**src/source/dram_macros.svh**
```systemverilog
// Array geometry, field widths, command codes, latency and refresh interval
`ifndef DRAM_MACROS_SVH
`define DRAM_MACROS_SVH

`define DRAM_NUM_BANKS 4
`define DRAM_NUM_ROWS 32
`define DRAM_NUM_COLS 8

`define DRAM_BANK_W 2
`define DRAM_ROW_W 5
`define DRAM_COL_W 3
`define DRAM_ADDR_W 10
`define DRAM_DATA_W 16

`define DRAM_CMD_ACT 2'b00
`define DRAM_CMD_REF 2'b10
`define DRAM_CMD_PRE 2'b11

`define DRAM_CMD_LAT 3            // cmd_req rise to cmd_ack pulse
`define DRAM_REFRESH_INTERVAL 60

`endif

```
**src/source/dram_pkg.sv**
```systemverilog
// Address word union, linear index or bank/row/col fields
`default_nettype none
`include "dram_macros.svh"

package dram_pkg;

    // Fields are bank, row, col from the top, so the linear view is row-major
    typedef union packed {
        logic [`DRAM_ADDR_W-1:0] linear;
        struct packed {
            logic [`DRAM_BANK_W-1:0] bank;
            logic [`DRAM_ROW_W-1:0]  row;
            logic [`DRAM_COL_W-1:0]  col;
        } f;
    } dram_addr_u;

endpackage

`default_nettype wire

```
**src/source/dram_addr_buffer.sv**
```systemverilog
// Current bank, row and column register with load and stepping
`default_nettype none
`include "dram_macros.svh"

module dram_addr_buffer (
    input  logic                 clk,
    input  logic                 rst_b,
    input  logic                 address_buff_en,
    input  dram_pkg::dram_addr_u start_addr,
    input  logic                 row_inc,
    input  logic                 col_inc,
    output dram_pkg::dram_addr_u cur_addr
);

    import dram_pkg::*;

    localparam int BR_W  = `DRAM_BANK_W + `DRAM_ROW_W;
    localparam int COL_W = `DRAM_COL_W;

    dram_addr_u next_addr;

    always_comb begin
        next_addr = cur_addr;
        if (address_buff_en) begin
            // Streams always begin at column 0
            next_addr.linear = {start_addr.f.bank, start_addr.f.row, COL_W'(0)};
        end else if (row_inc) begin
            {next_addr.f.bank, next_addr.f.row} =
                {cur_addr.f.bank, cur_addr.f.row} + BR_W'(1);   // Last row carries into bank
        end else if (col_inc) begin
            next_addr.f.col = cur_addr.f.col + COL_W'(1);       // Wraps inside the row
        end
    end

    always_ff @(posedge clk or negedge rst_b) begin
        if (!rst_b) begin
            cur_addr <= '0;
        end else begin
            cur_addr <= next_addr;
        end
    end

    // Column stepping finishes a row before the row moves on
    assert property (@(posedge clk) disable iff (!rst_b)
        row_inc |-> cur_addr.f.col == '0);

endmodule

`default_nettype wire

```
**config.mk**
```make
export PLATFORM = sky130hd
export DESIGN_NAME = dram_addr_buffer
export DESIGN_NICKNAME = d
export VERILOG_FILES = /design/src/source/dram_pkg.sv /design/src/source/dram_addr_buffer.sv
export VERILOG_INCLUDE_DIRS = /design/src /design/src/source
export SDC_FILE = /design/constraint.sdc
export NUM_CORES = 1
export LEC_CHECK = 0
export BUFFER_PORTS_ARGS = -buffer_cell sky130_fd_sc_hd__buf_4
export CAP_MARGIN = 20
export CORE_AREA = 10 10 47 49
export CTS_CLUSTER_SIZE = 25
export DETAILED_ROUTE_END_ITERATION = 12
export DIE_AREA = 0 0 57 59
export PLACE_DENSITY = 0.74
export SLEW_MARGIN = 40
export SYNTH_ARGS = -nofsm -noshare
export SYNTH_HDL_FRONTEND = slang
export SYNTH_SLANG_ARGS = --single-unit
```
**constraint.sdc**
```tcl
create_clock -name clk -period 2.1 [get_ports clk]
set_clock_uncertainty 0.05 [all_clocks]
set_input_delay 0 -clock clk [delete_from_list [all_inputs] [get_ports clk]]
set_output_delay 0 -clock clk [all_outputs]
set_load 0.02 [all_outputs]
```
==> results of run 1 <==
-- cells in the mapped netlist (all sizes together) --
cell / instances / share of area (%)
nand3b: 1 / 1.4
nand2: 9 / 6.3
nand3: 5 / 7.0
dfrtp: 10 / 47
or4: 2 / 2.8
a21oi: 1 / 0.93
buf: 2 / 3.0
nand4: 2 / 2.3
nand2b: 1 / 1.2
mux2i: 2 / 3.7
or2: 1 / 1.2
ha: 2 / 4.7
xor2: 4 / 6.5
nor2b: 2 / 2.3
clkbuf: 1 / 0.70
o21ai: 7 / 6.5
xnor2: 1 / 1.6
nor2: 2 / 1.4
-- report_power, final --
group | internal, mW | switching (mW) | total (mW)
clock | 0.106 | 0.0735 | 0.179
combinational | 0.0670 | 0.0634 | 0.130
sequential | 0.210 | 0.0240 | 0.234
total | 0.382 | 0.161 | 0.543
-- stage by stage --
stage	setup slack, ns	hold slack (ns)	power (mW)
3_5_place_dp	0.7541	-0.2149	0.3544
6_report	0.7363	0.01948	0.5431
2_1_floorplan	0.7051	-0.3456	0.2972
3_3_place_gp	0.7714	-0.2134	0.3503
5_1_grt	0.6303	0.04825	0.5706
4_1_cts	0.7401	0.01500	0.5471
-- cell type report --
cell class              count  area [sq um]
fillers                   129         579.3
multi-input cells          42         267.8
flip-flops and latches     10         250.2
repair buffers             30         247.7
clock buffers               4         36.28
well taps                  16         20.02
-- routing by layer --
metal  wire length (um)  vias up  global-route usage [%]
li1                   -      250                       -
met4                 30        0                   6.040
met5                  0        -                       0
met1                555      237                   7.308
met2                717       22                   13.64
met3                 91        4                   3.004
-- critical path: cells and delay by family (launching register included) --
kind          cells  cell delay, ns
flops             1            0.44
simple gates      3            0.59
fa+ha+maj         1            0.23
-- worst min-delay path by stage --
stage                                    endpoint  cells past startpoint
after floorplan           cur_addr[0]$_DFFE_PN0P_                      0
after global placement    cur_addr[9]$_DFFE_PN0P_                      1
after detailed placement  cur_addr[4]$_DFFE_PN0P_                      1
after CTS                 cur_addr[0]$_DFFE_PN0P_                      4
after global routing      cur_addr[6]$_DFFE_PN0P_                      2
final                     cur_addr[0]$_DFFE_PN0P_                      4
-- cells by family (layout without fill, tap and decap cells) --
kind of cell,Yosys count,in the layout,share of synthesized area (%)
compound gates,8,8,7.440
xor+xnor,5,5,8.139
fa+ha+maj,2,2,4.650
buf+inv,3,34,3.719
flops,10,10,46.51
mux,2,2,3.721
simple gates,25,25,25.82
==> reports/metrics.cfg, run 1 <==
[floorplanning]
die_area_sq_um = 3363
row_count = 14
core_sq_um = 1401
dieHeight_um = 59
ios = 25
floorplan.initialDensity_pct = 38.39
die-width_um = 57

[drt]
firstDrtPassIters = 4
ant_nets = 0
vias = 513
drt_iter0_markers = 12
via_per_inst = 5.029
routed_wl_um = 1395
drc = 0
wl_per_cell_um = 13.68

[worst_hold_path]
holdCritStartpoint = col_inc
worstHoldPathType = in -> reg

[synth]
synthCells = 55
seq_area_frac_synth_pct = 46.51
synth_area_sq_um = 538.0
ys_types = 20
syn_nets = 72
ys_ff_latch = 10
synth_warnings = 0
synth.avg_cell_area_sq_um = 9.782

[cells_and_area]
postLayoutCoreUtil_pct = 58.66
mostFrequentLayoutCell = buf_4
diodes = 0
syn_to_final_growth_pct = 52.79
drive_above_1_share_pct = 31.40
post-route-cell-area_sq_um = 822.0
final_cell_mix = 21 x buf_4, 10 x dfrtp_1, 9 x nand2_1, 9 x dlygate4sd3_1, 7 x o21ai_0
fin_nets = 104
regMostFlops = cur_addr
finalNonFillerCells = 102
reg_top3 = cur_addr x10
largest_register_ffs = 10

[timing]
slew_violations = 0
hold_viol = 0
slew_headroom_pct = 85.05
period_share_pct = 64.94
min_period_ns = 1.364
rsz0062_at_grt = no
worst_pin_slew_ns = 0.2243
fmax_ghz = 0.7333
setup_viol = 0
tns_ns = 0

[worst_setup_path]
worstPathArrival_ns = 1.53
crit_slowest_cell = dfrtp_1
cp_max_fo = 5
reg2reg_from = cur_addr[3]$_DFFE_PN0P_
cpMostUsedCell = nand3_1
critPathCaptureType = flip-flop
rr_worst_depth = 4
rr_endpoint = cur_addr[9]$_DFFE_PN0P_
critical_path_required_ns = 2.26
r2r_slack_ns = 0.74
cp-start-kind = flip-flop
endpoint = cur_addr[9]$_DFFE_PN0P_
crit_path_start = cur_addr[3]$_DFFE_PN0P_
cp_cell_sequence = ha_1, nand3_1, or4_1, nand3_1
slowest_delay_ns = 0.44
crit_type = reg -> reg

[global_route]
track_usage_pct = 7.850
grt_pass1_wl_um = 2090
antenna_found_initial = 0
grt-ovfl-total = 0
grt_start_max_net_pins = 20
grt_pass1_vias = 499

[cts]
cts_sinks = 10
cts_tree = built
clk_latency_ns = 0.27
clkTransAtPathRegs_ns = 0.07
cts_hold_buf = 9
htreeDepth = 1
cts_buffer_depth = 2
cts.repair.resized = 0
post_cts_buffers = 0
cts_buffers = 3
root_buffer = clkbuf_4

[job]
max-cap-violations = 0

[power]
power.density_nw_per_um2 = 660.6
p_leak_nw = 0.3890
peakVddDrop_mv = 0.4031

[placement]
gp_congestion = 0.7297
dpl.cell_count = 89
place_area_sq_um = 695.7
port_buffers = 21
dpl.hpwl_um = 969.6

[status]
outcome = finished clean

(Power assumes the default switching activity.)
==> run 2: changes to the inputs <==
--- a/config.mk
+++ b/config.mk
@@ -6,12 +6,13 @@
 export SDC_FILE = /design/constraint.sdc
 export NUM_CORES = 1
 export LEC_CHECK = 0
+export ABC_AREA = 1
 export BUFFER_PORTS_ARGS = -buffer_cell sky130_fd_sc_hd__buf_4
 export CAP_MARGIN = 20
-export CORE_AREA = 10 10 47 49
+export CORE_MARGIN = 10
+export CORE_UTILIZATION = 40
 export CTS_CLUSTER_SIZE = 25
 export DETAILED_ROUTE_END_ITERATION = 12
-export DIE_AREA = 0 0 57 59
 export PLACE_DENSITY = 0.74
 export SLEW_MARGIN = 40
 export SYNTH_ARGS = -nofsm -noshare
==> constraint.sdc (replaced) <==
create_clock -name clk -period 1.15 [get_ports clk]
set_clock_uncertainty 0.05 [all_clocks]
set_input_delay 0 -clock clk [delete_from_list [all_inputs] [get_ports clk]]
set_output_delay 0 -clock clk [all_outputs]
set_load 0.02 [all_outputs]
==> run 2 against run 1 <==
Net effect:
- core utilization is 10 points higher
- clock-buffer cell count stayed put
- largest cell class unchanged
- first-iteration DRC count decreased by 67%
- sequential power is 87% higher
- highest routed layer unchanged
- non-clock buffer count is 3 higher
- sequential cell count unchanged
- critical path type unchanged
- die area increased by 1.9%
- via count up 17%
==> reports/metrics.cfg, run 2 <==
[global_route]
antenna_found_initial = 0  ; unchanged
grt_pass1_vias = 589  ; +18%
grt_use_met3_pct = 2.361  ; -0.64 points
track_usage_pct = 9.774  ; +1.9 points
use_met1_pct = 11.27  ; +4.0 points
grt-ovfl-total = 0  ; unchanged
top_usage_layer = met2
use_met2_pct = 15.33  ; +1.7 points
grt_pass1_wl_um = 2677  ; +28%
grt_start_max_net_pins = 11  ; -45%

[synth]
synth_most_common_cell = nand2_1
synth_edf_count = 0  ; unchanged
ys.flop_type = dfrtp_1
seq_area_frac_synth_pct = 42.11  ; -4.4 points
syn_nets = 88  ; +22%
synth_warnings = 0  ; unchanged
synthCells = 71  ; +29%
netlist_top_cells_area = dfrtp_1 42%, nand2_1 11%, a22oi_1 7.6%, ha_1 4.2%, nand3_1 4.2%
async_flop_share_pct = 100.0  ; unchanged
ys_types = 19  ; -5.0%
synth_area_sq_um = 594.3  ; +10%
synth.avg_cell_area_sq_um = 8.371  ; -14%
yosys-top-cells-count = 17 x nand2_1, 10 x dfrtp_1, 6 x a22oi_1, 6 x nor2_1
netlist.area_leader.share_pct = 42.11  ; -4.4 points
yosysTopAreaCell = dfrtp_1
ys_ff_latch = 10  ; unchanged

[drt]
via_per_inst = 4.910  ; -2.4%
drt_iter0_markers = 4  ; -8
routed_wl_um = 1654  ; +19%
ant_nets = 0  ; unchanged
firstDrtPassIters = 4  ; unchanged
vias = 599  ; +17%
drc = 0  ; unchanged
wl_per_cell_um = 13.56  ; -0.87%

[cts]
htreeDepth = 1  ; unchanged
clk_latency_ns = 0.26  ; about the same
cts_buffers = 3  ; unchanged
cts_buffer_depth = 2  ; unchanged
cts_tree = built
cts_sinks = 10  ; unchanged
clkTransAtPathRegs_ns = 0.07  ; about the same
root_buffer = clkbuf_4

[worst_hold_path]
worstHoldPathType = in -> reg
holdCritStartpoint = row_inc
whs_path_depth = 4  ; unchanged
hold-path-endpoint = cur_addr[4]$_DFFE_PN0P_

[worst_setup_path]
critPathCaptureType = flip-flop
cp_max_fo = 5  ; unchanged
slowest_delay_ns = 0.43  ; about the same
crit_slowest_cell = dfrtp_2
worstPathBufferInverterCount = 0  ; unchanged
cpMostUsedCell = nand2_1
cp-start-kind = flip-flop
cp_cell_sequence = ha_4, nand3_4, nor2_1, nand2_1, nand3_1, nand2_1
critical_path_required_ns = 1.26  ; -1.00 ns
reg2reg_from = cur_addr[3]$_DFFE_PN0P_
rr_endpoint = cur_addr[9]$_DFFE_PN0P_
rr_worst_depth = 6  ; +2
crit_type = reg -> reg
r2r_slack_ns = 0.04  ; -0.70 ns
critical_path.top_delay_family = flip-flops
worstPathArrival_ns = 1.22  ; -0.31 ns

[timing]
holdWs_ns = 0.01516  ; -0.004311 ns
hold_viol = 0  ; unchanged
min_period_ns = 1.114  ; -0.2492 ns
setup_viol = 0  ; unchanged
slew_headroom_pct = 82.01  ; -3.0 points
fmax_ghz = 0.8973  ; +22%
rsz0062_at_grt = yes
worst_pin_slew_ns = 0.2699  ; +0.04556 ns
slew_violations = 0  ; unchanged
period_share_pct = 96.91  ; +32 points
tns_ns = 0  ; unchanged

[cells_and_area]
fillers = 99  ; -23%
multiInputGateArea_sq_um = 319.1  ; +19%
reg_top3 = cur_addr x10
diodes = 0  ; unchanged
fin_nets = 125  ; +20%
syn_to_final_growth_pct = 57.05
largest_register_ffs = 10  ; unchanged
final_cell_mix = 23 x buf_4, 17 x nand2_1, 10 x dlygate4sd3_1
seq_area_sq_um = 252.7  ; +1.0%
finalNonFillerCells = 122  ; +20%
mostFrequentLayoutCell = buf_4
drive_above_1_share_pct = 38.32  ; +6.9 points
regMostFlops = cur_addr
post-route-cell-area_sq_um = 933.4  ; +14%

[placement]
place_area_sq_um = 782.0  ; +12%
gp_congestion = 0.7428  ; +1.8%
dpl.hpwl_um = 1201  ; +24%
dpl.cell_count = 107  ; +20%
port_buffers = 21  ; unchanged

[floorplanning]
row_count = 13  ; -1
ios = 25  ; unchanged
die_area_sq_um = 3428  ; +1.9%
floorplan.initialDensity_pct = 44.02  ; +5.6 points
die-width_um = 58.55  ; +2.7%
core_sq_um = 1350  ; -3.7%
dieHeight_um = 58.55  ; -0.77%

[job]
max-cap-violations = 0  ; unchanged

[power]
peakVddDrop_mv = 0.6281  ; +56%
p_leak_nw = 0.4585  ; +18%
power.density_nw_per_um2 = 1150  ; +74%

[status]
outcome = finished clean

[run 2: timing repair]
item	4_1_cts	5_1_grt
setup endpoints to repair	0	2
hold endpoints to repair	18	1
hold buffers	9	1
setup buffers	0	1
resized for setup	0	1
[run 2: worst register-to-register path, stage by stage (launching register included)]
cell     delay (ns)
dfrtp_2        0.43
ha_4           0.17
nand3_4        0.08
nor2_1         0.11
nand2_1        0.05
nand3_1        0.07
nand2_1        0.05
[run 2: kinds of logic after synthesis]
logic type / share of synthesized area (%)
AO/OA/AOI/OAI: 15.58
XOR/XNOR: 4.422
adder cells (fa/ha/maj): 4.210
buffers and inverters: 7.578
flip-flops: 42.11
AND/OR/NAND/NOR: 26.10
[run 2: worst max path at each step]
stage | startpoint | endpoint | slack, ns | cells past startpoint
finish | cur_addr[3]$_DFFE_PN0P_ | cur_addr[9]$_DFFE_PN0P_ | 0.04 | 6
global route | cur_addr[3]$_DFFE_PN0P_ | cur_addr[9]$_DFFE_PN0P_ | -0.05 | 6
CTS | cur_addr[4]$_DFFE_PN0P_ | cur_addr[9]$_DFFE_PN0P_ | 0.02 | 6
detailed placement | cur_addr[4]$_DFFE_PN0P_ | cur_addr[9]$_DFFE_PN0P_ | 0.03 | 6
global placement | cur_addr[4]$_DFFE_PN0P_ | cur_addr[9]$_DFFE_PN0P_ | 0.06 | 6
floorplan | cur_addr[4]$_DFFE_PN0P_ | cur_addr[9]$_DFFE_PN0P_ | 0.002 | 6
[run 2: through the flow]
| stage | worst slack (ns) | power [mW] | util [%] |
|---|---|---|---|
| 2_1_floorplan | 0.002404 | 0.5902 | - |
| 3_3_place_gp | 0.05810 | 0.7088 | 57.92 |
| 3_5_place_dp | 0.03162 | 0.7171 | 57.92 |
| 4_1_cts | 0.01950 | 1.063 | 67.28 |
| 5_1_grt | -0.04998 | 1.145 | 69.14 |
| 6_report | 0.03552 | 1.073 | 69.14 |
[run 2: metal layers]
layer | part of all wire [%] | wire [um]
met1 | 43 | 715
met2 | 50 | 827
met3 | 5.0 | 82
met4 | 1.7 | 28
met5 | 0 | 0
[run 2: cell type report]
cell class | instances | area share [%]
Clock buffer | 4 | 3.887
Inverter | 9 | 3.619
Multi-Input combinational cell | 51 | 34.18
Sequential cell | 10 | 27.08
Tap cell | 15 | 2.011
Timing Repair Buffer | 33 | 29.22
[run 2: power breakdown]
part / internal [mW] / switching [mW] / total, mW
Combinational: 0.157 / 0.155 / 0.312
Sequential: 0.387 / 0.0518 / 0.438
Clock: 0.192 / 0.131 / 0.323
