==> src/source/dram_macros.svh <==
// Array geometry, field widths, command codes, latency and refresh interval
`ifndef DRAM_MACROS_SVH
`define DRAM_MACROS_SVH

`define DRAM_NUM_BANKS 4
`define DRAM_NUM_ROWS 32
`define DRAM_NUM_COLS 8

`define DRAM_BANK_W 2
`define DRAM_ROW_W 5
`define DRAM_COL_W 3
`define DRAM_ADDR_W 10
`define DRAM_DATA_W 16

`define DRAM_CMD_ACT 2'b00
`define DRAM_CMD_REF 2'b10
`define DRAM_CMD_PRE 2'b11

`define DRAM_CMD_LAT 3            // cmd_req rise to cmd_ack pulse
`define DRAM_REFRESH_INTERVAL 60

`endif

==> src/source/dram_ctrl_fsm.sv <==
// Activate, column stream, precharge and refresh sequencing FSM
`default_nettype none
`include "dram_macros.svh"

module dram_ctrl_fsm (
    input  logic                 clk,
    input  logic                 rst_b,
    input  logic                 addr_val,
    input  logic                 refresh_flag,
    input  logic                 cmd_ack,
    input  logic [`DRAM_ROW_W:0] row_count,
    output logic                 row_inc,
    output logic                 col_inc,
    output logic                 cmd_req,
    output logic [1:0]           cmd,
    output logic                 row_en,
    output logic                 col_en,
    output logic                 bank_en,
    output logic                 address_buff_en,
    output logic                 bank_rw,
    output logic                 buf_rw,
    output logic                 refresh_ack,
    output logic                 busy,
    output logic                 done
);

    localparam logic [2:0] IDLE      = 3'd0;
    localparam logic [2:0] BNR       = 3'd1;
    localparam logic [2:0] COL       = 3'd2;
    localparam logic [2:0] PRECHARGE = 3'd3;
    localparam logic [2:0] REFRESH   = 3'd4;

    localparam int RC_W  = `DRAM_ROW_W + 1;
    localparam int COL_W = `DRAM_COL_W;

    logic [2:0]       state;
    logic [2:0]       next_state;
    logic [2:0]       ret_state;      // Where to go once refresh is done
    logic [2:0]       next_ret_state;
    logic [COL_W-1:0] col_cnt;
    logic [RC_W-1:0]  rows_left;
    logic [RC_W-1:0]  next_rows_left;
    logic             issue;
    logic             divert;
    logic             last_row;

    // Refresh may only cut in before a command is raised
    assign divert   = refresh_flag && !cmd_req;
    assign last_row = (rows_left == RC_W'(1));
    assign busy     = (state != IDLE);

    always_comb begin
        next_state      = state;
        next_ret_state  = ret_state;
        next_rows_left  = rows_left;
        issue           = 1'b0;
        cmd             = `DRAM_CMD_ACT;
        row_en          = 1'b0;
        col_en          = 1'b0;
        bank_en         = 1'b0;
        bank_rw         = 1'b0;
        buf_rw          = 1'b0;
        row_inc         = 1'b0;
        col_inc         = 1'b0;
        address_buff_en = 1'b0;
        refresh_ack     = 1'b0;

        case (state)
            IDLE: begin
                if (addr_val) begin
                    address_buff_en = 1'b1;
                    next_rows_left  = row_count;
                    next_state      = BNR;
                end
            end

            BNR: begin
                bank_en = 1'b1;
                row_en  = 1'b1;
                buf_rw  = 1'b1;   // Row lands in the row buffer
                if (divert) begin
                    next_ret_state = BNR;
                    next_state     = REFRESH;
                end else if (cmd_ack) begin
                    next_state = COL;
                end else begin
                    issue = 1'b1;
                end
            end

            COL: begin
                col_en  = 1'b1;
                col_inc = 1'b1;
                if (col_cnt == COL_W'(`DRAM_NUM_COLS - 1)) begin
                    if (refresh_flag) begin
                        next_ret_state = PRECHARGE;
                        next_state     = REFRESH;
                    end else begin
                        next_state = PRECHARGE;
                    end
                end
            end

            PRECHARGE: begin
                cmd     = `DRAM_CMD_PRE;
                bank_en = 1'b1;
                bank_rw = 1'b1;   // Buffer goes back to the bank
                if (divert) begin
                    next_ret_state = PRECHARGE;
                    next_state     = REFRESH;
                end else if (cmd_ack) begin
                    row_inc        = 1'b1;
                    next_rows_left = rows_left - RC_W'(1);
                    next_state     = last_row ? IDLE : BNR;
                end else begin
                    issue = 1'b1;
                end
            end

            REFRESH: begin
                cmd = `DRAM_CMD_REF;
                if (cmd_ack) begin
                    refresh_ack = 1'b1;
                    next_state  = ret_state;
                end else begin
                    issue = 1'b1;
                end
            end

            default: next_state = IDLE;
        endcase
    end

    always_ff @(posedge clk or negedge rst_b) begin
        if (!rst_b) begin
            state     <= IDLE;
            ret_state <= IDLE;
            rows_left <= '0;
            col_cnt   <= '0;
            cmd_req   <= 1'b0;
            done      <= 1'b0;
        end else begin
            state     <= next_state;
            ret_state <= next_ret_state;
            rows_left <= next_rows_left;
            cmd_req   <= issue;
            done      <= (state == PRECHARGE) && cmd_ack && last_row;
            if (state == COL) begin
                col_cnt <= col_cnt + COL_W'(1);   // Wraps to 0 after the last column
            end
        end
    end

    // Request held until the array answers
    assert property (@(posedge clk) disable iff (!rst_b)
        cmd_req && !cmd_ack |=> cmd_req);

    // Host has to wait for done before the next start
    assert property (@(posedge clk) disable iff (!rst_b) addr_val |-> !busy);

endmodule

`default_nettype wire

==> config.mk <==
export PLATFORM = sky130hd
export DESIGN_NAME = dram_ctrl_fsm
export DESIGN_NICKNAME = d
export VERILOG_FILES = /design/src/source/dram_ctrl_fsm.sv
export VERILOG_INCLUDE_DIRS = /design/src /design/src/source
export SDC_FILE = /design/constraint.sdc
export NUM_CORES = 1
export LEC_CHECK = 0
export BUFFER_PORTS_ARGS = -buffer_cell sky130_fd_sc_hd__buf_4
export CORE_MARGIN = 1
export CORE_UTILIZATION = 54
export CTS_BUF_LIST = sky130_fd_sc_hd__clkbuf_2
export CTS_CLUSTER_DIAMETER = 200
export DETAILED_ROUTE_END_ITERATION = 8
export PLACE_DENSITY = 0.83
export SLEW_MARGIN = 0
export SYNTH_ARGS = -nofsm -noshare
export SYNTH_HDL_FRONTEND = slang
export SYNTH_SLANG_ARGS = --single-unit
==> constraint.sdc <==
create_clock -name clk -period 1.85 [get_ports clk]
set_input_delay 0.37 -clock clk [delete_from_list [all_inputs] [get_ports clk]]
set_output_delay 0.37 -clock clk [all_outputs]
set_load 0.01 [all_outputs]
==> results.sh, run 1 <==
export IMPL_p_int_mw=1.14
export IMPL_pin_count=25
export IMPL_report_final_slew_viol_count=0
export IMPL_synthCells=104
export IMPL_worstPathMaxFanout=6
export IMPL_clock_sinks=16
export IMPL_grt_usage_pct=25.1
export IMPL_hold_depth=2
export IMPL_min_delay_start="cmd_ack"
export IMPL_seqPwrFrac_pct=33.2
export IMPL_ys_dominant_reg_cell="dfrtp_1"
export IMPL_r2r_end="state[1]"
export IMPL_yosysTopAreaCell="dfrtp_1"
export IMPL_antenna_found_initial=0
export IMPL_leakage_nw=0.657
export IMPL_fmax_ghz=0.555
export IMPL_vdd_ir_drop_max_v=0.000830
export IMPL_dpl_instance_area_um2=1200
export IMPL_yosysMostFrequentCell="dfrtp_1"
export IMPL_cts_buffers=3
export IMPL_min_period_ns=1.80
export IMPL_crit_required_ns=1.48
export IMPL_synth_edf_count=0
export IMPL_crit_top_cell="buf_4"
export IMPL_dp_final_hpwl_mm=1.68
export IMPL_drv_cap=0
export IMPL_drive_gt1_share_pct=39.4
export IMPL_setup_violations=0
export IMPL_crit_type="reg2out"
export IMPL_pre_cts_ws_ns=0.187
export IMPL_hold_viol_final=0
export IMPL_endpoint_kind="primary output"
export IMPL_synth_top_area_share_pct=40.0
export IMPL_fp_dieW_um=45.1
export IMPL_final_util_pct=75.4
export IMPL_syn_avg_cell_area_um2=9.62
export IMPL_cts_buffer_depth=2
export IMPL_combPwrFrac_pct=58.8
export IMPL_p_sw_share_pct=43.2
export IMPL_min_path_type="in2reg"
export IMPL_ant_nets=0
export IMPL_fillCellCount=130
export IMPL_path_clk_slew_ns=0.15
export IMPL_via_per_inst=5.77
export IMPL_core_area_um2=1730
export IMPL_async_reset_ff_share_pct=100
export IMPL_yosysUniqueCellTypes=42
export IMPL_slew_headroom_pct=77.4
export IMPL_dp_cells=151
export IMPL_synthesis_area_um2=1000
export IMPL_cp_slowest_cell="dfrtp_2"
export IMPL_worst_pin_slew_ns=0.336
export IMPL_post_drt_wl_per_cell_um=15.6
export IMPL_clockPowerShare_pct=8.0
export IMPL_r2r_slack_ns=0.12
export IMPL_h_tree_depth=1
export IMPL_start_util_pct=58.0
export IMPL_rows=15
export IMPL_yosys_warnings=0
export IMPL_final_cell_area_um2=1300
export IMPL_fin_nets=153
export IMPL_rsz0062_at_grt="true"
export IMPL_drt_iter0_drc=49
export IMPL_area_delta_synth_final_pct=30.1
export IMPL_cp_start_kind="flip-flop"
export IMPL_instances_no_fill=162
export IMPL_grt_pass1_vias=788
export IMPL_vias=935
export IMPL_cp_cell_sequence="buf_4, or3_4, buf_4"
export IMPL_dr_pass1_iters=4
export IMPL_r2r_cells=5
export IMPL_power_mw=2.01
export IMPL_synth_seq_area_share_pct=40.0
export IMPL_antenna_cells=0
export IMPL_min_period_over_period_pct=97.4
export IMPL_finalClockSkew_ns=0.00450
export IMPL_worstPathArrival_ns=1.43
export IMPL_synth_area_leaders="dfrtp_1 40%, ha_1 5.0%, nand2_1 4.9%, o21ai_0 3.0%, nor3_1 2.5%"
export IMPL_drc=0
export IMPL_dieHeight_um=45.1
export IMPL_clk_latency_ns=0.29
export IMPL_crit_path_max_incr_delay_ns=0.49
export IMPL_ys_seq_elements=16
export IMPL_switchingPower_uw=867
export IMPL_gp_congestion=0.782
export IMPL_cts_tree="done"
export IMPL_overflow=0
export IMPL_multiInputGateArea_um2=551
export IMPL_power_density_nw_per_um2=1540
export IMPL_grt_max_degree=17
export IMPL_die_area_um2=2030
export IMPL_portBuffers=24
export IMPL_wirelength_mm=2.53
export IMPL_hold_end="cmd_req"
export IMPL_grt_pass1_wl_mm=3.55
export IMPL_r2r_start="state[2]"
export IMPL_status="completed"
export IMPL_synth_nets=119
export IMPL_regArea_um2=404
export IMPL_clockRootBuffer="clkbuf_2"
export IMPL_yosys_top_cells_count="16 x dfrtp_1, 13 x nand2_1, 6 x nor2_1, 6 x o21ai_0"
export IMPL_setup_ws_ns=0.0486
repair_timing:
action | in CTS | in global routing
buffers inserted | 1 | 5
hold endpoints to repair | 16 | 0
hold buffers | 1 | 0
setup endpoints to repair | 5 | 5
gates resized for setup | 4 | 6
pin swaps | 0 | 2
routing by layer:
layer	vias to the layer above	share of wire, %	track usage (%)
met4	0	3.0	12.7
met1	452	43	34.8
met3	10	5.2	3.60
met2	36	49	38.3
li1	437	-	-
met5	-	0	0
metrics by stage:
stage	TNS, ns	hold slack [ns]
after floorplan	0	0.0744
after global placement	0	0.239
after detailed placement	0	0.240
after CTS	0	0.292
after global routing	-0.0416	0.277
final	0	0.306
area by class of cell:
type	count	share of cell area (%)
Timing Repair Buffer	35	20.7
Tap cell	25	2.40
Inverter	6	2.11
Sequential cell	16	31.0
Clock buffer	3	1.15
Multi-Input combinational cell	76	42.3
Clock inverter	1	0.288
power groups by stage:
| stage | logic (mW) | registers [mW] | clock network [mW] |
|---|---|---|---|
| after floorplan | 0.771 | 0.614 | 0 |
| after global placement | 0.995 | 0.669 | 0 |
| after detailed placement | 1.02 | 0.684 | 0 |
| after CTS | 1.05 | 0.674 | 0.164 |
| after global routing | 1.28 | 0.689 | 0.182 |
| final | 1.18 | 0.668 | 0.161 |
sequential cells by signal, indices dropped and copies added (netlist names):
| register | count |
|---|---|
| state | 3 |
| ret_state | 2 |
| done | 1 |
| cmd_req | 1 |
| col_cnt | 3 |
| rows_left | 6 |
layout by cell type (no fill, tap or decap), drive strengths merged, types with 2 or more instances in the layout:
| master | Yosys | layout |
|---|---|---|
| nand3 | 2 | 2 |
| ha | 4 | 4 |
| buf | 5 | 33 |
| a22oi | 3 | 3 |
| a31oi | 2 | 2 |
| dfrtp | 16 | 16 |
| nand2 | 13 | 13 |
| nor3 | 5 | 5 |
| nor2b | 4 | 4 |
| inv | 6 | 6 |
| mux2 | 2 | 2 |
| a21oi | 2 | 2 |
| nor2 | 6 | 6 |
| o21ai | 6 | 6 |
| a2bb2oi | 2 | 2 |
| or2 | 2 | 2 |
| and3 | 2 | 2 |
| clkbuf | 1 | 4 |
| o22ai | 4 | 4 |
| or3 | 3 | 3 |
| nand3b | 2 | 2 |
logic make-up after synthesis:
logic type	after synthesis	synth area share (%)
simple gates	44	26.5
compound gates	25	18.2
flops	16	40.0
buf+inv	12	6.75
fa+ha+maj	4	5.00
mux	2	2.62
xor+xnor	1	0.875
worst max-delay path: cells and delay by family, from the launching register on:
family,cells,cell delay [ns]
and+or+nand+nor,1,0.32
DFF,1,0.49
buffers and inverters,2,0.32
how the worst max path moves through the flow:
stage / slack [ns] / cells past startpoint / from / to
2_1_floorplan: 0.23 / 5 / state[1] / state[1]
3_3_place_gp: 0.24 / 4 / state[2] / state[1]
3_5_place_dp: 0.19 / 4 / state[2] / state[1]
4_1_cts: 0.02 / 4 / state[1] / address_buff_en
5_1_grt: -0.04 / 4 / state[1] / address_buff_en
6_report: 0.05 / 3 / state[2] / busy
(Power assumes the default switching activity.)
==> inputs of run 2 (changes only) <==
Settings changed: SETUP_SLACK_MARGIN from default to 0.3.
==> results.sh, run 2 (synthesis results as in run 1) <==
export IMPL_r2r_slack_ns=0.03
export IMPL_cts_buffers=3
export IMPL_dp_final_hpwl_mm=1.78
export IMPL_min_period_over_period_pct=99.7
export IMPL_finalClockSkew_ns=0.0391
export IMPL_hold_viol_final=0
export IMPL_r2r_start="state[2]"
export IMPL_portBuffers=24
export IMPL_largest_register_ff_count=6
export IMPL_cts_tree="done"
export IMPL_vdd_ir_drop_max_v=0.00113
export IMPL_worst_pin_slew_ns=0.337
export IMPL_clockPowerShare_pct=6.9
export IMPL_drive_gt1_share_pct=60.0
export IMPL_pin_count=25
export IMPL_clk_latency_ns=0.33
export IMPL_fp_dieW_um=45.1
export IMPL_switchingPower_mw=1.24
export IMPL_status="completed"
export IMPL_clockRootBuffer="clkbuf_2"
export IMPL_min_delay_start="row_count[0]"
export IMPL_antenna_cells=0
export IMPL_clock_sinks=16
export IMPL_crit_required_ns=1.48
export IMPL_overflow=0
export IMPL_worstPathMaxFanout=3
export IMPL_pre_cts_ws_ns=0.0669
export IMPL_min_path_type="in2reg"
export IMPL_largestRegisters="rows_left: 6 flops, col_cnt: 3 flops, state: 3 flops"
export IMPL_path_clk_slew_ns=0.20
export IMPL_p_sw_share_pct=46.1
export IMPL_slew_headroom_pct=77.5
export IMPL_worstPathArrival_ns=1.47
export IMPL_setup_ws_ns=0.00544
export IMPL_gp_congestion=0.793
export IMPL_grt_pass1_wl_mm=4.90
export IMPL_rows=15
export IMPL_r2r_cells=5
export IMPL_dieHeight_um=45.1
export IMPL_drv_cap=0
export IMPL_grt_usage_pct=35.2
export IMPL_fin_setup_tns_ns=0
export IMPL_ant_nets=0
export IMPL_via_per_inst=6.50
export IMPL_h_tree_depth=1
export IMPL_grt_max_degree=17
export IMPL_cp_start_kind="flip-flop"
export IMPL_endpoint_kind="primary output"
export IMPL_fmax_ghz=0.542
export IMPL_combPwrFrac_pct=65.5
export IMPL_core_area_um2=1730
export IMPL_dr_pass1_iters=4
export IMPL_fin_nets=166
export IMPL_leakage_nw=0.748
export IMPL_regMostFlops="rows_left"
export IMPL_drc=0
export IMPL_area_delta_synth_final_pct=59.1
export IMPL_rsz0062_at_grt="true"
export IMPL_antenna_found_initial=0
export IMPL_vias=1138
export IMPL_fillCellCount=67
export IMPL_p_int_mw=1.45
export IMPL_setup_violations=0
export IMPL_cts_buffer_depth=2
export IMPL_crit_type="reg2out"
export IMPL_r2r_end="state[1]"
export IMPL_final_common_cell="buf_4"
export IMPL_seqPwrFrac_pct=27.5
export IMPL_wirelength_mm=3.97
export IMPL_start_util_pct=58.0
export IMPL_drt_iter0_drc=84
export IMPL_hold_end="rows_left[0]"
export IMPL_die_area_um2=2030
export IMPL_power_density_nw_per_um2=1690
export IMPL_post_drt_wl_per_cell_um=22.7
export IMPL_final_cell_mix="37 x buf_4, 13 x dfrtp_1, 10 x nand2_1, 8 x buf_6"
export IMPL_min_period_ns=1.84
export IMPL_hold_depth=3
export IMPL_grt_pass1_vias=990
export IMPL_report_final_slew_viol_count=0
==> run 2: metrics by stage <==
| stage | area [µm²] | util (%) | hold slack [ns] | power (mW) | cells |
|---|---|---|---|---|---|
| 2_1_floorplan | 1000 | - | 0.0744 | 1.39 | 104 |
| 3_3_place_gp | 1190 | 69.1 | 0.239 | 1.67 | 150 |
| 3_5_place_dp | 1190 | 69.1 | 0.241 | 1.73 | 150 |
| 4_1_cts | 1490 | 86.4 | 0.314 | 2.31 | 171 |
| 5_1_grt | 1590 | 92.2 | 0.306 | 2.78 | 175 |
| 6_report | 1590 | 92.2 | 0.312 | 2.69 | 175 |
==> run 2: final cells by class <==
class | count | area (µm²) | share of cell area, %
Timing Repair Buffer | 47 | 393 | 24.7
Sequential cell | 16 | 404 | 25.4
Tap cell | 25 | 31.3 | 1.96
Clock buffer | 4 | 20.0 | 1.26
Multi-Input combinational cell | 77 | 719 | 45.2
Inverter | 6 | 25.0 | 1.57
==> run 2: worst max-delay path by stage <==
stage	start	end	slack [ns]	cells after the start
final	state[2]	busy	0.005	3
after global routing	state[1]	row_inc	0.0004	5
after CTS	state[2]	address_buff_en	0.11	4
after detailed placement	state[1]	rows_left[1]	0.07	5
after global placement	state[1]	rows_left[0]	0.14	5
after floorplan	state[0]	state[1]	0.26	4
==> run 2: what timing repair did <==
action | CTS | global route
endpoints found under the hold margin | 16 | 0
endpoints found under the setup margin | 20 | 21
hold buffers | 1 | 0
pin swaps | 9 | 7
gates resized for setup | 35 | 16
setup buffers | 16 | 3
cloned | 0 | 1
==> run 2: critical path: stages (launching register included) <==
cell and delay (ns):
dfrtp_2 0.49, buf_6 0.14, or3_4 0.39, buf_6 0.13
==> run 2: power by group through the flow <==
| stage | sequential, mW | combinational [mW] | clock (mW) |
|---|---|---|---|
| detailed placement | 0.681 | 1.05 | 0 |
| CTS | 0.676 | 1.46 | 0.170 |
| global placement | 0.666 | 0.999 | 0 |
| floorplan | 0.617 | 0.772 | 0 |
| global route | 0.746 | 1.84 | 0.201 |
| finish | 0.742 | 1.76 | 0.187 |
==> run 2: routing by layer <==
| layer | track usage (%) | up-vias | share of wire (%) |
|---|---|---|---|
| met1 | 41.5 | 564 | 38 |
| met2 | 60.0 | 81 | 50 |
| met3 | 6.40 | 26 | 6.3 |
| met5 | 0 | - | 0 |
| li1 | - | 467 | - |
| met4 | 20.0 | 0 | 5.8 |
