**config.mk**
```make
export PLATFORM = sky130hd
export DESIGN_NAME = dram_refresh_timer
export DESIGN_NICKNAME = d
export VERILOG_FILES = /design/src/source/dram_refresh_timer.sv
export VERILOG_INCLUDE_DIRS = /design/src /design/src/source
export SDC_FILE = /design/constraint.sdc
export NUM_CORES = 1
export LEC_CHECK = 0
export ABC_AREA = 1
export BUFFER_PORTS_ARGS = -buffer_cell sky130_fd_sc_hd__buf_4
export CAP_MARGIN = 25
export CORE_AREA = 2 2 39 41
export CTS_CLUSTER_DIAMETER = 50
export DETAILED_ROUTE_END_ITERATION = 7
export DIE_AREA = 0 0 41 43
export PLACE_DENSITY = 0.47
export SKIP_LAST_GASP = 1
export SLEW_MARGIN = 20
export SYNTH_ARGS = -nofsm -noshare
export SYNTH_HDL_FRONTEND = slang
export SYNTH_SLANG_ARGS = --single-unit
```
**constraint.sdc**
```tcl
create_clock -name clk -period 1.9 [get_ports clk]
set_clock_uncertainty 0.05 [all_clocks]
set_input_delay 0.57 -clock clk [delete_from_list [all_inputs] [get_ports clk]]
set_output_delay 0.57 -clock clk [all_outputs]
set_load 0.01 [all_outputs]
```
**src/source/dram_macros.svh**
```systemverilog
// Array geometry, field widths, command codes, latency and refresh interval
`ifndef DRAM_MACROS_SVH
`define DRAM_MACROS_SVH

`define DRAM_NUM_BANKS 4
`define DRAM_NUM_ROWS 32
`define DRAM_NUM_COLS 8

`define DRAM_BANK_W 2
`define DRAM_ROW_W 5
`define DRAM_COL_W 3
`define DRAM_ADDR_W 10
`define DRAM_DATA_W 16

`define DRAM_CMD_ACT 2'b00
`define DRAM_CMD_REF 2'b10
`define DRAM_CMD_PRE 2'b11

`define DRAM_CMD_LAT 3            // cmd_req rise to cmd_ack pulse
`define DRAM_REFRESH_INTERVAL 60

`endif

```
**src/source/dram_refresh_timer.sv**
```systemverilog
// Refresh interval counter with flag held until acknowledge
`default_nettype none
`include "dram_macros.svh"

module dram_refresh_timer (
    input  logic clk,
    input  logic rst_b,
    input  logic refresh_ack,
    output logic refresh_flag
);

    localparam int CNT_W = $clog2(`DRAM_REFRESH_INTERVAL);

    logic [CNT_W-1:0] count;

    always_ff @(posedge clk or negedge rst_b) begin
        if (!rst_b) begin
            count        <= '0;
            refresh_flag <= 1'b0;
        end else if (refresh_ack) begin
            count        <= CNT_W'(1);   // Ack cycle counts as the first
            refresh_flag <= 1'b0;
        end else if (!refresh_flag) begin
            if (count == CNT_W'(`DRAM_REFRESH_INTERVAL - 1)) begin
                refresh_flag <= 1'b1;
            end else begin
                count <= count + CNT_W'(1);
            end
        end
    end

    // FSM only answers a pending request
    assert property (@(posedge clk) disable iff (!rst_b) refresh_ack |-> refresh_flag);

endmodule

`default_nettype wire

```
==> results of run 1 <==
worst max path at each step:
stage	start	end	slack, ns	cells after the start
finish	refresh_flag	refresh_flag	0.48	1
global route	refresh_flag	refresh_flag	0.43	1
CTS	refresh_flag	refresh_flag	0.46	1
detailed placement	count[0]	count[0]	0.56	7
global placement	count[0]	count[3]	0.56	7
floorplan	count[0]	count[0]	0.66	7
layer usage:
layer	vias up	global-route usage [%]	share of wire [%]
met5	-	0	0
met4	0	4.00	0
met3	0	9.42	6.4
met2	6	13.1	47
met1	144	11.8	46
li1	164	-	-
layout by cell type, fill, tap and decap left out:
cell / netlist / final
nor3_1: 2 / 2
buf_4: 0 / 3
nand3_1: 4 / 4
nand4_1: 2 / 2
inv_1: 8 / 8
a21oi_1: 2 / 2
o21ai_0: 2 / 2
clkbuf_4: 0 / 3
nor2_4: 1 / 1
clkbuf_1: 0 / 1
nor3b_1: 1 / 1
nor2_2: 2 / 2
nor2_1: 1 / 1
ha_1: 1 / 1
dfrtp_1: 7 / 7
nand2_1: 14 / 14
stage by stage:
step	cell area, µm²	setup WS, ns	std cells	power [mW]
4_1_cts	437	0.459	70	0.336
3_3_place_gp	410	0.561	66	0.199
6_report	437	0.476	70	0.328
2_1_floorplan	368	0.664	47	0.184
5_1_grt	437	0.428	70	0.357
3_5_place_dp	410	0.555	66	0.198
cells by family (layout without fill, tap and decap cells):
family                   Yosys count  count (layout)  share of synthesized area (%)
AO/OA/AOI/OAI                      4               4                           5.44
adder cells (fa/ha/maj)            1               1                           3.40
buffers and inverters              8              15                           8.16
flip-flops                         7               7                           47.6
AND/OR/NAND/NOR                   27              27                           35.4
sequential cells by signal, indices dropped and copies added (netlist names):
signal,cells
count,6
refresh_flag,1
worst register-to-register path, stage by stage, from the launching register on:
cell and delay, ns:
dfrtp_1 0.40, ha_1 0.24, nand3_1 0.11, nor2_2 0.05, nor2_2 0.21, nor2_4 0.07
nand2_1 0.06, nand2_1 0.05
report_power, final:
group	switching (mW)	internal, mW
Clock	0.0532	0.0800
Combinational	0.0179	0.0123
Sequential	0.00731	0.157
layout make-up:
cell class	count	area, µm²	share of cell area (%)
flip-flops and latches	7	175	40.1
multi-input cells	32	163	37.2
inverters	8	30.0	6.88
clock buffers	4	26.3	6.02
repair buffers	3	22.5	5.16
well taps	16	20.0	4.58
==> flow_summary.yaml, run 1 <==
floorplanning:
  core_mm2: 0.00138
  initial_core_util_pct: 26.6
  ios: 4
  die_x_um: 41
  num_rows: 14
  die-height_um: 43
  dieArea_mm2: 0.00176
yosys:
  synthCells: 47
  synth_top_area_share_pct: 47.6
  synth_cell_type_count: 13
  ys_top_cells_by_area: "dfrtp_1 48%, nand2_1 14%, inv_1 8.2%"
  synth_common_cells: "14 x nand2_1, 8 x inv_1, 7 x dfrtp_1, 4 x nand3_1"
  mappedNetlistArea_um2: 368
  synth_area_per_cell_um2: 7.83
  yosysMostFrequentCell: "nand2_1"
  synth_nets: 51
  yosysWarnings: 0
  synth_edf_count: 0
  ys_seq_area_share_pct: 47.6
  ys_ff_latch: 7
  synth_flop_cell: "dfrtp_1"
  async_reset_ff_share_pct: 100
  yosys.area.top_type: "dfrtp_1"
setup_path:
  worstReg2RegStart: "count[0]"
  critPathMaxStageDelay_ns: 0.40
  arrival_ns: 0.80
  cp-end-kind: "output pin"
  cp-start-kind: "flip-flop"
  reg2regPathDepth: 7
  timing.rr.end: "count[0]"
  critical_path.max_fanout: 3
  path_cells: "buf_4"
  reg2reg_slack_ns: 0.55
  cpMaxStageDelayCell: "dfrtp_1"
  critical_path.top_delay_family: "flip-flops"
  criticalPathCategory: "flip-flop to output pin"
  worstPathRequired_ns: 1.28
  worstPathBufferInverterCount: 1
final_layout:
  area_growth_pct: 18.7
  nFillCells: 156
  n_antenna_cell: 0
  nNetsFinal: 59
  fin_util_pct: 31.6
  drive_gt1_share_pct: 16.7
grt:
  track_usage_pct: 10.3
  grt_overflow: 0
  grt_pass1_wl_mm: 1.11
  grt_max_degree: 8
  grt_pass1_vias: 282
  antenna_found_initial: 0
sta:
  rsz0062_at_grt: "no"
  max-slew-margin-rel_pct: 83.5
  finalSetupTns_ns: 0
  finalSetupViolations: 0
  post-route-period-util_pct: 74.9
  fmax_ghz: 0.702
  drv_slew: 0
  hold_viol_final: 0
  finalCriticalPeriod_ns: 1.42
  worst-slew-pin-transition_ns: 0.248
  whs_ns: 0.0691
routing:
  vias_per_cell: 4.49
  drt-initial-drc-count: 0
  wl_um: 686
  post_drt_wl_per_cell_um: 9.80
  vias: 314
  ant_nets: 0
  drtPass1Iterations: 1
  drc: 0
placed_design:
  io_buffers: 3
  gp_congestion: 0.787
  hpwl_um: 558
run_status:
  status: "completed"
clock_tree:
  holdBufCountCts: 0
  cts_tree: "built"
  cts_buffers: 3
  root_buffer: "clkbuf_4"
  clkSlewWorstSetupHoldPaths_ns: 0.05
  cts.sinks: 7
  clock_path_buffers: 2
  cts_resized: 0
  cts_setup_buffers: 0
  htreeDepth: 1
  clk_latency_ns: 0.25
power:
  p_leak_nw: 0.212
  p_per_area_mw_per_mm2: 751
  peakVddDrop_v: 0.000266
job:
  cap_viol_max_count: 0
min_path:
  hold_path_class: "input port to async pin"
No activity file was read; power rests on OpenSTA's default activity.
==> run 2, diff against run 1 <==
--- a/config.mk
+++ b/config.mk
@@ -13,7 +13,7 @@
 export CTS_CLUSTER_DIAMETER = 50
 export DETAILED_ROUTE_END_ITERATION = 7
 export DIE_AREA = 0 0 41 43
-export PLACE_DENSITY = 0.47
+export PLACE_DENSITY = 0.48
 export SKIP_LAST_GASP = 1
 export SLEW_MARGIN = 20
 export SYNTH_ARGS = -nofsm -noshare
==> constraint.sdc (replaced) <==
create_clock -name clk -period 1.18 [get_ports clk]
set_clock_uncertainty 0.05 [all_clocks]
set_input_delay 0.354 -clock clk [delete_from_list [all_inputs] [get_ports clk]]
set_output_delay 0.354 -clock clk [all_outputs]
set_load 0.01 [all_outputs]
==> run 2 against run 1 <==
Effect of this change: the run now ends with setup timing left; first-iteration DRC count is 15 higher; core utilization increased by 8.0 points; worst hold slack improved by 0.19 ns; count of clock-buffer cells in the layout is the same; sequential share of layout area down 8.1 points.
==> flow_summary.yaml, run 2 (same netlist as run 1, synthesis figures left out) <==
sta:
  rsz0062_at_grt: "yes"
  finalCriticalPeriod_ns: 1.22
  finalWorstSetupSlack_ns: -0.0396
  fmax_ghz: 0.820
  finalSetupViolations: 6
  drv_slew: 0
  post-route-period-util_pct: 103
  finalSetupTns_ns: -0.129
  max-slew-margin-rel_pct: 86.7
  worst-slew-pin-transition_ns: 0.199
  hold_viol_final: 0
final_layout:
  largest_reg_flops: 6
  regMostFlops: "count"
  nNetsFinal: 67
  final_cell_mix: "14 x nand2_1, 9 x buf_4, 8 x inv_1, 7 x dfrtp_1"
  drive_gt1_share_pct: 35.5
  area_growth_pct: 48.6
  postLayoutCellArea_um2: 547
  reg.largest.list: "count (6), refresh_flag (1)"
  layout_commonest_cell: "nand2_1"
  nFillCells: 150
  n_antenna_cell: 0
setup_path:
  cp-end-kind: "flip-flop"
  criticalPathCategory: "flip-flop to flip-flop"
  worstPathBufferInverterCount: 1
  path_cells: "ha_2 -> nand3_2 -> nor2_4 -> nor2_4 -> nor2_4 -> buf_4"
  critPathMaxStageDelay_ns: 0.39
  critical_path.max_fanout: 5
  cp-start-kind: "flip-flop"
  arrival_ns: 1.32
  cpMaxStageDelayCell: "dfrtp_1"
  worstPathRequired_ns: 1.28
  cpMostUsedCell: "nor2_4"
  critical_path.top_delay_family: "flip-flops"
routing:
  post_drt_wl_per_cell_um: 10.1
  vias_per_cell: 4.37
  ant_nets: 0
  wl_um: 788
  vias: 341
  drt-initial-drc-count: 15
  drc: 0
  drtPass1Iterations: 4
power:
  p_leak_nw: 0.259
  power_uw: 575
  peakVddDrop_v: 0.000587
  p_per_area_mw_per_mm2: 1050
clock_tree:
  cts_tree: "built"
  clkSlewWorstSetupHoldPaths_ns: 0.06
  clock_path_buffers: 2
  clk_latency_ns: 0.25
  cts.sinks: 7
  root_buffer: "clkbuf_4"
  htreeDepth: 1
  cts_buffers: 3
placed_design:
  placed_cell_area_um2: 445
  hpwl_um: 579
  gp_congestion: 0.685
  io_buffers: 3
  place_ws_ns: -0.0668
floorplanning:
  num_rows: 14
  ios: 4
  dieArea_mm2: 0.00176
  initial_core_util_pct: 26.6
  die_x_um: 41
  die-height_um: 43
  core_mm2: 0.00138
grt:
  antenna_found_initial: 0
  grt_pass1_vias: 321
  track_usage_pct: 11.6
  grt_pass1_wl_mm: 1.37
  grt_overflow: 0
  grt_max_degree: 8
run_status:
  status: "finished, violations left"
  violations: "setup timing"
min_path:
  hold_path_class: "input port to flip-flop"
job:
  cap_viol_max_count: 0
==> run 2: cell types whose count changed in the layout (fill, tap and decap cells not counted), moves of 2 or more <==
cell	previous run	this run
buf_4	3	9
nor2_2	2	0
nor2_4	1	3
nand3_1	4	2
==> run 2: path summary, 6_finish.rpt <==
path                                  start      endpoint  slack [ns]  cells past startpoint
worst max-delay path               count[0]  refresh_flag       -0.04                      6
worst min-delay path            refresh_ack      count[4]        0.25                      2
worst max register to register     count[0]  refresh_flag       -0.04                      6
worst min register to register     count[5]      count[5]        0.51                      2
max in group asynchronous             rst_b      count[4]        0.55                      2
min in group asynchronous             rst_b      count[1]        0.40                      2
==> run 2: report_power, final <==
part           leakage [nW]  switching, mW  total (mW)  internal, mW
sequential           0.0926         0.0119       0.264         0.253
clock                0.0150         0.0964       0.226         0.130
combinational         0.152         0.0402      0.0846        0.0444
total                 0.259          0.148       0.575         0.427
==> run 2: layer usage <==
layer  wire length, µm  GRT usage, %  vias up
met1               368          15.4      152
li1                  -             -      180
met4                20          8.00        0
met5                 0             0        -
met3                21          1.57        2
met2               379          16.6        7
==> run 2: metrics by stage <==
step                      util [%]  hold WS, ns  cells
after floorplan                  -      0.00841     47
after global placement        32.2        0.127     70
after detailed placement      32.2        0.128     70
after CTS                     37.9        0.250     77
after global routing          39.5        0.249     78
final                         39.5        0.255     78
==> run 2: repair_timing <==
| item | in CTS | in global routing |
|---|---|---|
| hold endpoints to repair | 7 | 0 |
| pin swaps | 8 | 5 |
| hold buffers | 1 | 0 |
| resized for setup | 7 | 3 |
| gates cloned | 0 | 0 |
| endpoints found under the setup margin | 7 | 8 |
| setup buffers | 2 | 1 |
==> run 2: cell type report <==
type	instances	area, µm²	area share [%]
multi-input combinational	32	206	37.8
timing repair buffer	11	88.8	16.2
sequential	7	175	32.0
clock buffer	4	26.3	4.81
tap	16	20.0	3.66
inverter	8	30.0	5.49
==> run 3, diff against run 2 <==
--- a/config.mk
+++ b/config.mk
@@ -14,6 +14,7 @@
 export DETAILED_ROUTE_END_ITERATION = 7
 export DIE_AREA = 0 0 41 43
 export PLACE_DENSITY = 0.48
+export REMOVE_ABC_BUFFERS = 1
 export SKIP_LAST_GASP = 1
 export SLEW_MARGIN = 20
 export SYNTH_ARGS = -nofsm -noshare
==> run 3 against run 2 <==
Effect of this change: the flow still finishes with violations (setup timing); first-iteration DRC count shrank 33%; final area grew 5.5%; global-route usage shrank 0.72 points; sequential share of layout area shrank 1.7 points; worst setup slack gained 0.0067 ns.
==> flow_summary.yaml, run 3 (same netlist as run 1, synthesis figures left out) <==
placed_design:
  place_ws_ns: -0.112
  hpwl_um: 563
  io_buffers: 3
  gp_congestion: 0.761
setup_path:
  arrival_ns: 1.30
  worstPathBufferInverterCount: 0
  cp_num_cells: 7
  cp-start-kind: "flip-flop"
  cpMostUsedCell: "nor2_4"
  critical_path.top_delay_family: "simple AND/OR/NAND/NOR gates"
  worstPathRequired_ns: 1.27
  reg2regPathDepth: 7
  critPathMaxStageDelay_ns: 0.40
  criticalPathCategory: "flip-flop to flip-flop"
  cpMaxStageDelayCell: "dfrtp_1"
  critical_path.max_fanout: 5
  cp-end-kind: "flip-flop"
  path_cells: "ha_4 -> nand3_4 -> nor2_4 -> nor2_4 -> nor2_4 -> nand2_1 -> nand2_1"
sta:
  max-slew-margin-rel_pct: 87.5
  drv_slew: 0
  finalSetupViolations: 4
  whs_ns: 0.261
  hold_viol_final: 0
  fmax_ghz: 0.825
  worst-slew-pin-transition_ns: 0.187
  rsz0062_at_grt: "yes"
  post-route-period-util_pct: 103
  finalWorstSetupSlack_ns: -0.0328
  finalCriticalPeriod_ns: 1.21
power:
  p_per_area_mw_per_mm2: 999
  switching_share_pct: 25.1
  intPower_uw: 432
  peakVddDrop_v: 0.000334
  seqPwrFrac_pct: 46.3
  power_uw: 576
  p_comb_share_pct: 16.7
  p_leak_nw: 0.266
  switching_power_uw: 144
  p_clk_share_pct: 37.0
grt:
  grt_pass1_wl_mm: 1.22
  grt_overflow: 0
  track_usage_pct: 10.9
  grt_pass1_vias: 324
  antenna_found_initial: 0
  grt_max_degree: 8
routing:
  wl_um: 823
  vias_per_cell: 4.41
  drtPass1Iterations: 4
  drt-initial-drc-count: 10
  vias: 348
  drc: 0
  post_drt_wl_per_cell_um: 10.4
  ant_nets: 0
clock_tree:
  clock_path_buffers: 2
  clk_latency_ns: 0.25
  cts.sinks: 7
  root_buffer: "clkbuf_4"
  htreeDepth: 1
  cts_tree: "built"
  cts_buffers: 3
  clkSlewWorstSetupHoldPaths_ns: 0.05
floorplanning:
  die_x_um: 41
  dieArea_mm2: 0.00176
  ios: 4
  core_mm2: 0.00138
  initial_core_util_pct: 26.6
  num_rows: 14
  die-height_um: 43
final_layout:
  largest_reg_flops: 6
  drive_gt1_share_pct: 36.5
  reg.largest.list: "count (6), refresh_flag (1)"
  regMostFlops: "count"
  final_cell_mix: "14 x nand2_1, 9 x buf_4, 8 x inv_1, 7 x dfrtp_1"
  layout_commonest_cell: "nand2_1"
  nFillCells: 134
  n_antenna_cell: 0
  nNetsFinal: 68
  area_growth_pct: 56.8
min_path:
  hold_path_class: "input port to flip-flop"
  holdPathStages: 2
run_status:
  status: "finished, violations left"
  violations: "setup timing"
job:
  cap_viol_max_count: 0
## run 3: cell count changes in the layout (fill, tap and decap cells not counted)
cell | previous run | this run
buf_6 | 1 | 2
nand3_2 | 1 | 0
nor3_2 | 1 | 2
nor3_1 | 1 | 0
o21ai_2 | 1 | 0
o21ai_1 | 0 | 1
ha_2 | 1 | 0
ha_4 | 0 | 1
nand3_4 | 1 | 2
## run 3: path summary, 6_finish.rpt
| check | start | end | slack, ns |
|---|---|---|---|
| max reg2reg | count[1] | count[1] | -0.03 |
| min | refresh_ack | count[4] | 0.26 |
| max | count[1] | count[1] | -0.03 |
| max in group asynchronous | rst_b | count[3] | 0.55 |
| min in group asynchronous | rst_b | refresh_flag | 0.41 |
| min reg2reg | count[3] | count[3] | 0.52 |
## run 3: repair_timing
| item | 4_1_cts | 5_1_grt |
|---|---|---|
| setup buffers | 2 | 0 |
| setup endpoints to repair | 8 | 7 |
| gates resized for setup | 7 | 7 |
| hold endpoints to repair | 7 | 0 |
| pin swaps | 0 | 3 |
| hold buffers | 1 | 0 |
## run 3: layout make-up
class                      count  area, µm²  area share (%)
clock buffer                   4       26.3            4.56
inverter                       8       30.0            5.21
multi-input combinational     32        225            39.0
sequential                     7        175            30.4
tap                           16       20.0            3.47
timing repair buffer          12        100            17.4
## run 3: power by group through the flow
stage               Sequential, mW  Combinational [mW]  Clock, mW
CTS                          0.262              0.0788      0.219
floorplan                    0.265              0.0303          0
global placement             0.265              0.0706          0
detailed placement           0.266              0.0675          0
finish                       0.267              0.0961      0.213
global route                 0.268               0.106      0.235
## run 3: per-stage QoR
stage | utilization, % | instances | instance area, µm² | setup TNS, ns
2_1_floorplan | - | 47 | 368 | -0.211
3_3_place_gp | 32.9 | 72 | 455 | -0.450
3_5_place_dp | 32.9 | 72 | 455 | -0.483
4_1_cts | 39.0 | 79 | 539 | -0.0426
5_1_grt | 41.7 | 79 | 577 | -0.364
6_report | 41.7 | 79 | 577 | -0.0800
## run 3: layer usage
metal  GRT usage, %  routed length [µm]  share of wire [%]
met4           10.0                  17                2.1
met1           9.77                 310                 38
met5              0                   0                  0
met2           18.8                 481                 58
met3           1.57                  15                1.8
